--- src/cpuPkg.sv ---
`default_nettype none

package cpuPkg;

	// datapath sizes
	localparam int dataWidth = 16;
	localparam int regAddrWidth = 3;
	localparam int numRegs = 8;
	// shift amount comes from imm[3:0]
	localparam int shiftCountWidth = 4;

	// opcodes, instruction bits 15:11
	localparam logic [4:0] opAlu = 5'b11011;
	localparam logic [4:0] opAddi = 5'b01000;
	localparam logic [4:0] opAndni = 5'b01011;
	localparam logic [4:0] opSlli = 5'b10100;
	localparam logic [4:0] opSrli = 5'b10110;
	localparam logic [4:0] opLbi = 5'b11000;
	localparam logic [4:0] opSlbi = 5'b10010;
	localparam logic [4:0] opNop = 5'b00001;
	localparam logic [4:0] opHalt = 5'b00000;

	// alu function chosen by decode
	typedef enum logic [3:0] {
		aluAdd, aluSub, aluAnd, aluXor, aluAndn,
		aluPassImm, aluSlbi, aluShl, aluShr
	} aluOp;

	// immediate extension modes
	typedef enum logic [1:0] {
		extSext5, extZext5, extSext8, extZext8
	} extSel;

	// which instruction field names the destination
	typedef enum logic [1:0] {
		destRd, destRt, destRs
	} destSelect;

	// control word, 12 bits
	typedef struct packed {
		logic regWrite;
		logic isShift;
		logic isHalt;
		logic illegal;
		destSelect destSel;
		extSel immSel;
		aluOp aluCtl;
	} ctrlWord;

endpackage

`default_nettype wire

--- src/decodeIf.sv ---
`timescale 1ns/10ps
`default_nettype none

interface decodeIf;

	// register operands, Rs on A
	logic [cpuPkg::dataWidth-1:0] A;
	logic [cpuPkg::dataWidth-1:0] B;
	// extended immediate
	logic [cpuPkg::dataWidth-1:0] imm;
	cpuPkg::ctrlWord ctrl;
	// writeback target
	logic [cpuPkg::regAddrWidth-1:0] destReg;
	logic [cpuPkg::shiftCountWidth-1:0] shamt;

	modport producer (output A, B, imm, ctrl, destReg, shamt);
	modport execute (input A, B, imm, ctrl, destReg, shamt);
	// sequencer only steers on control and shift length
	modport sequencer (input ctrl, shamt);

endinterface

`default_nettype wire

--- src/controlDecode.sv ---
`timescale 1ns/10ps
`default_nettype none

module controlDecode (
	input logic [4:0] opCode,
	input logic [1:0] funct,
	output cpuPkg::ctrlWord ctrl
);

	always_comb begin
		// all zero means no write, Rd, sext5, add
		ctrl = '0;
		case (opCode)
			cpuPkg::opAlu: begin
				ctrl.regWrite = 1'b1;
				ctrl.destSel = cpuPkg::destRd;
				// funct picks the R-type operation
				case (funct)
					2'b00: ctrl.aluCtl = cpuPkg::aluAdd;
					2'b01: ctrl.aluCtl = cpuPkg::aluSub;
					2'b10: ctrl.aluCtl = cpuPkg::aluAnd;
					default: ctrl.aluCtl = cpuPkg::aluXor;
				endcase
			end
			cpuPkg::opAddi: begin
				ctrl.regWrite = 1'b1;
				ctrl.destSel = cpuPkg::destRt;
				ctrl.immSel = cpuPkg::extSext5;
				ctrl.aluCtl = cpuPkg::aluAdd;
			end
			cpuPkg::opAndni: begin
				ctrl.regWrite = 1'b1;
				ctrl.destSel = cpuPkg::destRt;
				ctrl.immSel = cpuPkg::extZext5;
				ctrl.aluCtl = cpuPkg::aluAndn;
			end
			cpuPkg::opSlli, cpuPkg::opSrli: begin
				ctrl.regWrite = 1'b1;
				ctrl.isShift = 1'b1;
				ctrl.destSel = cpuPkg::destRt;
				// bit 1 of the opcode tells right from left
				ctrl.aluCtl = opCode[1] ? cpuPkg::aluShr : cpuPkg::aluShl;
			end
			cpuPkg::opLbi: begin
				ctrl.regWrite = 1'b1;
				ctrl.destSel = cpuPkg::destRs;
				ctrl.immSel = cpuPkg::extSext8;
				ctrl.aluCtl = cpuPkg::aluPassImm;
			end
			cpuPkg::opSlbi: begin
				ctrl.regWrite = 1'b1;
				ctrl.destSel = cpuPkg::destRs;
				ctrl.immSel = cpuPkg::extZext8;
				ctrl.aluCtl = cpuPkg::aluSlbi;
			end
			cpuPkg::opNop: begin
				// retires quietly
				ctrl.regWrite = 1'b0;
			end
			cpuPkg::opHalt: ctrl.isHalt = 1'b1;
			default: ctrl.illegal = 1'b1;
		endcase
	end

endmodule

`default_nettype wire

--- src/regFile.sv ---
`timescale 1ns/10ps
`default_nettype none

module regFile (
	input logic clk,
	input logic rst,
	input logic [cpuPkg::regAddrWidth-1:0] readReg1Sel,
	input logic [cpuPkg::regAddrWidth-1:0] readReg2Sel,
	input logic [cpuPkg::regAddrWidth-1:0] writeRegSel,
	input logic [cpuPkg::dataWidth-1:0] writeData,
	input logic writeEn,
	output logic [cpuPkg::dataWidth-1:0] readData1,
	output logic [cpuPkg::dataWidth-1:0] readData2
);

	logic [cpuPkg::dataWidth-1:0] regs [cpuPkg::numRegs];

	// registers start at zero
	always_ff @(posedge clk) begin
		if (rst) begin
			for (int i = 0; i < cpuPkg::numRegs; i++) begin
				regs[i] <= '0;
			end
		end else if (writeEn) begin
			regs[writeRegSel] <= writeData;
		end
	end

	// asynchronous reads
	// writeback always lands before the next decode
	assign readData1 = regs[readReg1Sel];
	assign readData2 = regs[readReg2Sel];

endmodule

`default_nettype wire

--- src/immExtend.sv ---
`timescale 1ns/10ps
`default_nettype none

module immExtend (
	input logic [7:0] immBits,
	input cpuPkg::extSel sel,
	output logic [cpuPkg::dataWidth-1:0] imm
);

	localparam int w = cpuPkg::dataWidth;

	always_comb begin
		case (sel)
			// imm5 modes use bits 4:0
			cpuPkg::extSext5: imm = {{(w-5){immBits[4]}}, immBits[4:0]};
			cpuPkg::extZext5: imm = {{(w-5){1'b0}}, immBits[4:0]};
			// imm8 modes use the whole low byte
			cpuPkg::extSext8: imm = {{(w-8){immBits[7]}}, immBits};
			default: imm = {{(w-8){1'b0}}, immBits};
		endcase
	end

endmodule

`default_nettype wire

--- src/decodeInstruction.sv ---
`timescale 1ns/10ps
`default_nettype none

module decodeInstruction (
	input logic clk,
	input logic rst,
	input logic [cpuPkg::dataWidth-1:0] instruction,
	input logic [cpuPkg::dataWidth-1:0] writeData,
	input logic [cpuPkg::regAddrWidth-1:0] writeRegister,
	input logic writeEn,
	decodeIf.producer dec
);

	cpuPkg::ctrlWord ctrl;
	logic [cpuPkg::regAddrWidth-1:0] rs;
	logic [cpuPkg::regAddrWidth-1:0] rt;
	logic [cpuPkg::regAddrWidth-1:0] rd;
	logic [cpuPkg::regAddrWidth-1:0] read2Sel;

	// instruction fields
	assign rs = instruction[10:8];
	assign rt = instruction[7:5];
	assign rd = instruction[4:2];

	controlDecode u_controlDecode (
		.opCode(instruction[15:11]),
		.funct(instruction[1:0]),
		.ctrl(ctrl)
	);
	assign dec.ctrl = ctrl;

	// SLBI shifts Rs, so port 2 reads Rs too
	assign read2Sel = (ctrl.aluCtl == cpuPkg::aluSlbi) ? rs : rt;

	regFile u_regFile (
		.clk(clk), .rst(rst),
		.readReg1Sel(rs), .readReg2Sel(read2Sel),
		.writeRegSel(writeRegister), .writeData(writeData), .writeEn(writeEn),
		.readData1(dec.A), .readData2(dec.B)
	);

	immExtend u_immExtend (
		.immBits(instruction[7:0]),
		.sel(ctrl.immSel),
		.imm(dec.imm)
	);

	// destination by format
	always_comb begin
		case (ctrl.destSel)
			cpuPkg::destRt: dec.destReg = rt;
			cpuPkg::destRs: dec.destReg = rs;
			default: dec.destReg = rd;
		endcase
	end

	// shift amount from imm[3:0]
	assign dec.shamt = instruction[3:0];

endmodule

`default_nettype wire

--- src/execUnit.sv ---
`timescale 1ns/10ps
`default_nettype none

module execUnit (
	input logic clk,
	input logic rst,
	input logic start,
	input logic step,
	decodeIf.execute dec,
	output logic [cpuPkg::dataWidth-1:0] result
);

	logic [cpuPkg::dataWidth-1:0] operand;
	logic [cpuPkg::dataWidth-1:0] aluValue;

	// R-type uses Rt, every I-type uses the immediate
	assign operand = (dec.ctrl.destSel == cpuPkg::destRd) ? dec.B : dec.imm;

	always_comb begin
		case (dec.ctrl.aluCtl)
			cpuPkg::aluAdd: aluValue = dec.A + operand;
			cpuPkg::aluSub: aluValue = dec.A - operand;
			cpuPkg::aluAnd: aluValue = dec.A & operand;
			cpuPkg::aluXor: aluValue = dec.A ^ operand;
			cpuPkg::aluAndn: aluValue = dec.A & ~operand;
			cpuPkg::aluPassImm: aluValue = dec.imm;
			// B holds Rs here
			cpuPkg::aluSlbi: aluValue = {dec.B[7:0], 8'h00} | dec.imm;
			default: aluValue = '0;
		endcase
	end

	always_ff @(posedge clk) begin
		if (rst) begin
			result <= '0;
		end else if (start) begin
			// shifts begin from Rs and move one bit per step
			result <= dec.ctrl.isShift ? dec.A : aluValue;
		end else if (step) begin
			if (dec.ctrl.aluCtl == cpuPkg::aluShr) begin
				result <= {1'b0, result[cpuPkg::dataWidth-1:1]};
			end else begin
				result <= {result[cpuPkg::dataWidth-2:0], 1'b0};
			end
		end
	end

	// steps are only ever issued for a decoded shift
	stepOnlyOnShift: assert property (@(posedge clk) disable iff (rst)
		step |-> dec.ctrl.isShift);

endmodule

`default_nettype wire

--- src/shiftCounter.sv ---
`timescale 1ns/10ps
`default_nettype none

module shiftCounter (
	input logic clk,
	input logic rst,
	input logic load,
	input logic [cpuPkg::shiftCountWidth-1:0] amount,
	input logic step,
	output logic done
);

	// steps still to go
	logic [cpuPkg::shiftCountWidth-1:0] remaining;

	always_ff @(posedge clk) begin
		if (rst) begin
			remaining <= '0;
		end else if (load) begin
			remaining <= amount;
		end else if (step) begin
			remaining <= remaining - {{(cpuPkg::shiftCountWidth-1){1'b0}}, 1'b1};
		end
	end

	// zero amount is finished at once
	assign done = (remaining == '0);

	// sequencer must stop stepping once the count runs out
	noStepWhenDone: assert property (@(posedge clk) disable iff (rst) step |-> !done);

endmodule

`default_nettype wire

--- src/coreSequencer.sv ---
`timescale 1ns/10ps
`default_nettype none

module coreSequencer (
	input logic clk,
	input logic rst,
	input logic instrReq,
	output logic instrAck,
	output logic latchInstr,
	decodeIf.sequencer seq,
	output logic start,
	output logic step,
	output logic load,
	input logic shiftDone,
	output logic writeEn,
	output logic err,
	output logic halt
);

	typedef enum logic [2:0] {
		stIdle, stDecode, stExecute, stShift, stWrite, stRelease, stHalted
	} seqState;

	seqState state;
	seqState nextState;

	always_ff @(posedge clk) begin
		if (rst) begin
			state <= stIdle;
			instrAck <= 1'b0;
			halt <= 1'b0;
		end else begin
			state <= nextState;
			// ack up on the latch, down once retired and req is gone
			if (state == stIdle && instrReq) begin
				instrAck <= 1'b1;
			end else if (state == stRelease && !instrReq) begin
				instrAck <= 1'b0;
			end
			// sticky until reset
			if (state == stWrite && seq.ctrl.isHalt) begin
				halt <= 1'b1;
			end
		end
	end

	always_comb begin
		nextState = state;
		case (state)
			stIdle: if (instrReq) nextState = stDecode;
			stDecode: nextState = stExecute;
			// every op passes through shift where non-shifts find the count at zero
			stExecute: nextState = stShift;
			stShift: if (shiftDone) nextState = stWrite;
			stWrite: nextState = stRelease;
			stRelease: if (!instrReq) nextState = halt ? stHalted : stIdle;
			default: nextState = stHalted;
		endcase
	end

	assign latchInstr = (state == stIdle) && instrReq;
	assign start = (state == stExecute);
	// counter already sits at zero after any earlier shift
	assign load = (state == stExecute) && seq.ctrl.isShift && (seq.shamt != '0);
	assign step = (state == stShift) && !shiftDone;
	// err takes the writeback slot
	assign writeEn = (state == stWrite) && seq.ctrl.regWrite;
	assign err = (state == stWrite) && seq.ctrl.illegal;

	// once halted no new instruction is accepted
	noAckAfterHalt: assert property (@(posedge clk) disable iff (rst)
		(!$past(rst) && $past(halt)) |-> !$rose(instrAck));

endmodule

`default_nettype wire

--- src/decodeCore.sv ---
`timescale 1ns/10ps
`default_nettype none

module decodeCore (
	input logic clk,
	input logic rst,
	input logic instrReq,
	input logic [15:0] instr,
	output logic instrAck,
	output logic wbEn,
	output logic [2:0] wbReg,
	output logic [15:0] wbData,
	output logic err,
	output logic halt
);

	decodeIf dec ();

	logic [cpuPkg::dataWidth-1:0] instrReg;
	logic [cpuPkg::dataWidth-1:0] result;
	logic latchInstr;
	logic start;
	logic step;
	logic load;
	logic shiftDone;
	logic writeEn;

	// instruction held for the whole retirement
	always_ff @(posedge clk) begin
		if (latchInstr) begin
			instrReg <= instr;
		end
	end

	coreSequencer u_coreSequencer (
		.clk(clk), .rst(rst),
		.instrReq(instrReq), .instrAck(instrAck), .latchInstr(latchInstr),
		.seq(dec.sequencer),
		.start(start), .step(step), .load(load), .shiftDone(shiftDone),
		.writeEn(writeEn), .err(err), .halt(halt)
	);

	decodeInstruction u_decodeInstruction (
		.clk(clk), .rst(rst), .instruction(instrReg),
		.writeData(result), .writeRegister(dec.destReg), .writeEn(writeEn),
		.dec(dec.producer)
	);

	execUnit u_execUnit (
		.clk(clk), .rst(rst), .start(start), .step(step),
		.dec(dec.execute), .result(result)
	);

	shiftCounter u_shiftCounter (
		.clk(clk), .rst(rst), .load(load), .amount(dec.shamt),
		.step(step), .done(shiftDone)
	);

	// writeback report mirrors the register file write
	assign wbEn = writeEn;
	assign wbReg = dec.destReg;
	assign wbData = result;

endmodule

`default_nettype wire

--- config.mk ---
export PLATFORM = sky130hd
export DESIGN_NAME = decodeCore
export DESIGN_NICKNAME = d
export VERILOG_FILES = /design/src/cpuPkg.sv /design/src/decodeIf.sv /design/src/controlDecode.sv /design/src/regFile.sv /design/src/immExtend.sv /design/src/decodeInstruction.sv /design/src/execUnit.sv /design/src/shiftCounter.sv /design/src/coreSequencer.sv /design/src/decodeCore.sv
export SDC_FILE = /design/constraint.sdc
export NUM_CORES = 1
export LEC_CHECK = 0
export BUFFER_PORTS_ARGS = -buffer_cell sky130_fd_sc_hd__buf_2
export CORE_ASPECT_RATIO = 1.5
export CORE_MARGIN = 4
export CORE_UTILIZATION = 50
export CTS_BUF_LIST = sky130_fd_sc_hd__clkbuf_16
export DETAILED_ROUTE_END_ITERATION = 7
export PLACE_DENSITY_LB_ADDON = 0.15
export SLEW_MARGIN = 20
export SYNTH_ARGS = -nofsm -noshare
export SYNTH_HDL_FRONTEND = slang
export SYNTH_SLANG_ARGS = --single-unit
--- constraint.sdc ---
create_clock -name clk -period 8.4 [get_ports clk]
set_clock_uncertainty 0.15 [all_clocks]
set_input_delay 1.26 -clock clk [delete_from_list [all_inputs] [get_ports clk]]
set_output_delay 1.26 -clock clk [all_outputs]
set_load 0.1 [all_outputs]
==> run summary <==
The most critical setup path has its endpoint at u_execUnit.result[12]. The run gives 1.92 ns as the reg-to-reg setup timing slack. The post-route netlist has 15.6% of its cells at a drive strength greater than 1.

The library cell contributing the largest single delay on the critical path is or4b_4. The cell count after synthesis came out at 1197. Number of resized instances in the post-cts repair step: 0. Among cell families on the critical path, the largest total delay comes from compound AO/OA/AOI/OAI gates. The count of endpoints failing hold in the final timing report came out at 0.

The endpoint identified for the worst register-to-register timing path is u_execUnit.result[12]. Count of cells along the worst register-to-register path: 20. The Yosys step of the flow raised 0 warnings. The logs give 6 for the count of TritonRoute iterations in the first routing pass and 172 for the clock net sink count. Detailed-route wire length per cell: 26.3 µm. The tool flagged a number of max-cap violations equal to 0. Required time reported for the critical path endpoint: 8.54 ns. The largest single stage delay on the critical path is 0.69 ns.

For this configuration, the core starts out at a cell density of 50.6%. In this run the tightest slew margin relative to its limit is 31.5%. Counting buffers and inverters, the worst setup path is 20 cells deep. Number of antenna violations at the first check in global routing: 0. The die outline width works out to 134 µm.

The synthesis-to-finish area growth is 7.94%, and the pre-CTS setup slack is 1.95 ns. TritonCTS built the clock tree. The total inserted antenna cells came out at 0. For the worst setup path, the data arrival time is 6.62 ns. The logs give 0 for the total of hold buffers inserted after clock tree synthesis and 4.85 nW for the leakage power.

The buffers plus inverters on the worst setup path was 1; the die height was 197 µm. For this run, the total global-route usage over all layers was measured as 30.7%. The slew at the pin closest to its max-slew limit works out to 1.03 ns. The run gives 12300 µm² as the cell area after placement.

The top cell type by area accounts for 36.3% of the synthesized area. Once placement completed, the tool counted placed cells totaling 1491. The count of cell types in the netlist was 85; the worst hold slack after final layout was 0.311 ns.

Share of the cycle needed by the critical path after routing: 77.1%. After floorplanning, the core was sized to cover 23600 µm². The clock transition time at the flip-flop clock pins of the worst setup and hold paths is 0.07 ns, and the number of buffers inserted by port buffering is 41.

The completed layout was analyzed and its total power is 2.99 mW. For this design the top-level I/O count stands at 42. Routability-driven placement finished with a final weighted congestion of 0.978. In this run, CTS created clock tree buffers numbering 17. Once routing completed, OpenROAD measured the worst setup slack at 1.92 ns. The sum of net half-perimeters after detailed placement came out at 29100 µm.

The net count reported at finish was 1231. Sequential cells were found to cover 41.0% of the synthesized design area. Number of nets with antenna violations after routing: 0. The run gives 9629 as the number of global-route vias before repair. Peak ir drop on the vdd network: 0.186 mV.

The floorplan step defined a die boundary enclosing 26400 µm². Kind of end point of the critical path: a flop. Measured on the finished design, the core utilization comes to 54.6%. The via-per-instance ratio is 6.49.

For the largest buffer count on any clock path, the log shows 2. The synthesized design contains 172 register bits. At the later pin of the worst-skew pair, clock insertion delay measures 0.44 ns. The detailed router finished its first iteration with 865 violations. The number of levels in the clock H-tree is 4, and the post-route minimum period is 6.48 ns. The flow ran to the end, and the final reports show no timing, DRC or antenna violations.

The tree is rooted in a clkbuf_16. The critical path goes through or4b_4, o21ai_2, nand2_2, mux4_2, a22o_1, a31o_2, inv_1, ha_1, a21o_1, fa_1, nor2b_1, o21ai_0, a21boi_0, o21ai_0, a21boi_0, o2111ai_1, a31oi_1, xor2_1, a221oi_1, o31ai_1. Wires add up to 40100 µm. The final route contains 9882 vias. The startpoint identified for the worst register-to-register timing path is instrReg[15]. The first global-routing pass estimated 60200 µm of wire. The finished layout holds 1523 standard cells, fillers aside.

Of all nets on the critical path, the largest fanout is 20. The worst setup path startpoint was instrReg[15]. Setup repair after global routing left no endpoint under its margin. Yosys attributes the largest share of cell area to edfxtp_1, mux4_2, and2_1, dfxtp_1, a21oi_1.

The type of the worst setup path was reg2reg. Counting flops with an async set or reset pin after synthesis yields a share of 0%. The run gives 0 as the max-slew violation count. Entering global routing, the biggest net connects 37 pins. The sum of overflow across all layers after global routing was 0.

In the synthesized netlist the dominant register cell turns out to be edfxtp_1. After routing, the total negative slack on setup checks comes to 0 ns. Once the clock tree was built, the setup fixing pass inserted 0 buffers. In this run the worst hold path is classified as reg2reg. The sort of element at the start of the critical path was a flop. In this run the power density over the cells is 232 nW/µm². The number of synthesized flops with an enable pin is 144, and the summed area of non-filler cells in the final layout is 12900 µm². The cell area after synthesis came out at 11900 µm².

The synthesized netlist net count was 1237; the average cell area after synthesis was 9.96 µm². Sorting the synthesized cells by how often they occur yields edfxtp_1, and2_1, a21oi_1. Timing would allow up to 154 MHz.

After detailed routing, the number of remaining DRC violations is 0. After floorplanning, the core was divided into 69 placement rows. Setup violations remaining at the end of the flow were counted as 0. The cell taking the most area after synthesis is edfxtp_1.

The cell with the most instances after synthesis was edfxtp_1.
-- state kept, by name, indices dropped and copies added, names as in the netlist, named ones only --
signal                              count
u_coreSequencer.state                   3
u_coreSequencer.halt                    1
u_shiftCounter.remaining                4
instrReg                               16
u_coreSequencer.instrAck                1
u_decodeInstruction.u_regFile.regs    128
u_execUnit.result                      16
-- cell families after synthesis --
kind of cell | share of synthesized area [%]
AOI/OAI and AO/OA | 17.5
xor gates and xnor gates | 2.64
adders and majority gates | 2.27
buffers and inverters | 4.35
DFF | 41.0
muxes | 11.8
and+or+nand+nor | 20.5
-- layout by cell type, fill, tap and decap left out, drive strengths merged, types with 11 or more instances in the layout --
cell type | synthesis | layout
a311oi | 12 | 12
buf | 19 | 69
nor2 | 71 | 71
mux2i | 37 | 37
nor3 | 23 | 23
a22oi | 15 | 15
nand3 | 51 | 51
xor2 | 11 | 11
a31oi | 11 | 11
o21ai | 68 | 68
clkbuf | 75 | 18
a211oi | 24 | 24
a21oi | 91 | 91
inv | 30 | 40
nand2b | 44 | 44
mux4 | 41 | 41
nand2 | 69 | 69
and2 | 131 | 131
edfxtp | 144 | 144
dfxtp | 28 | 28
xnor2 | 25 | 25
or2 | 13 | 13
ha | 20 | 20
and3 | 15 | 15
-- layer usage --
layer | global-route usage [%] | wire (µm) | up-vias
met4 | 13.7 | 1770 | 0
li1 | - | - | 4433
met3 | 4.61 | 2570 | 105
met5 | 0 | 0 | -
met2 | 53.9 | 20500 | 443
met1 | 37.5 | 15200 | 4901
-- worst register-to-register path, stage by stage (launching register included) --
cell,delay [ns]
edfxtp_1,0.62
or4b_4,0.69
o21ai_2,0.56
nand2_2,0.46
mux4_2,0.45
a22o_1,0.19
a31o_2,0.27
inv_1,0.09
ha_1,0.23
a21o_1,0.19
fa_1,0.43
nor2b_1,0.12
o21ai_0,0.10
a21boi_0,0.25
o21ai_0,0.14
a21boi_0,0.37
o2111ai_1,0.21
a31oi_1,0.28
xor2_1,0.12
a221oi_1,0.29
o31ai_1,0.11
-- cell type report --
type | count | area [µm²]
inverters | 30 | 113
clock inverters | 14 | 78.8
multi-input cells | 901 | 6530
flip-flops and latches | 172 | 4890
repair buffers | 69 | 415
fillers | 2140 | 10700
clock buffers | 18 | 450
well taps | 319 | 399
-- worst min-delay path by stage --
stage / to / startpoint / slack, ns / cells past startpoint
finish: u_shiftCounter.remaining[3] / u_shiftCounter.remaining[3] / 0.31 / 2
global route: u_shiftCounter.remaining[3] / u_shiftCounter.remaining[3] / 0.34 / 2
CTS: u_shiftCounter.remaining[3] / u_shiftCounter.remaining[3] / 0.31 / 2
detailed placement: u_shiftCounter.remaining[3] / u_shiftCounter.remaining[3] / 0.30 / 2
global placement: u_shiftCounter.remaining[3] / u_shiftCounter.remaining[3] / 0.29 / 2
floorplan: u_shiftCounter.remaining[3] / u_shiftCounter.remaining[3] / 0.28 / 2
-- where the power goes --
part | total (mW) | internal (mW) | switching, mW | leakage, nW
Combinational | 1.17 | 0.422 | 0.745 | 2.86
Sequential | 1.08 | 0.976 | 0.108 | 1.70
Clock | 0.736 | 0.391 | 0.345 | 0.282
Total | 2.99 | 1.79 | 1.20 | 4.85
Note: power is estimated with default switching activity, not from simulation.
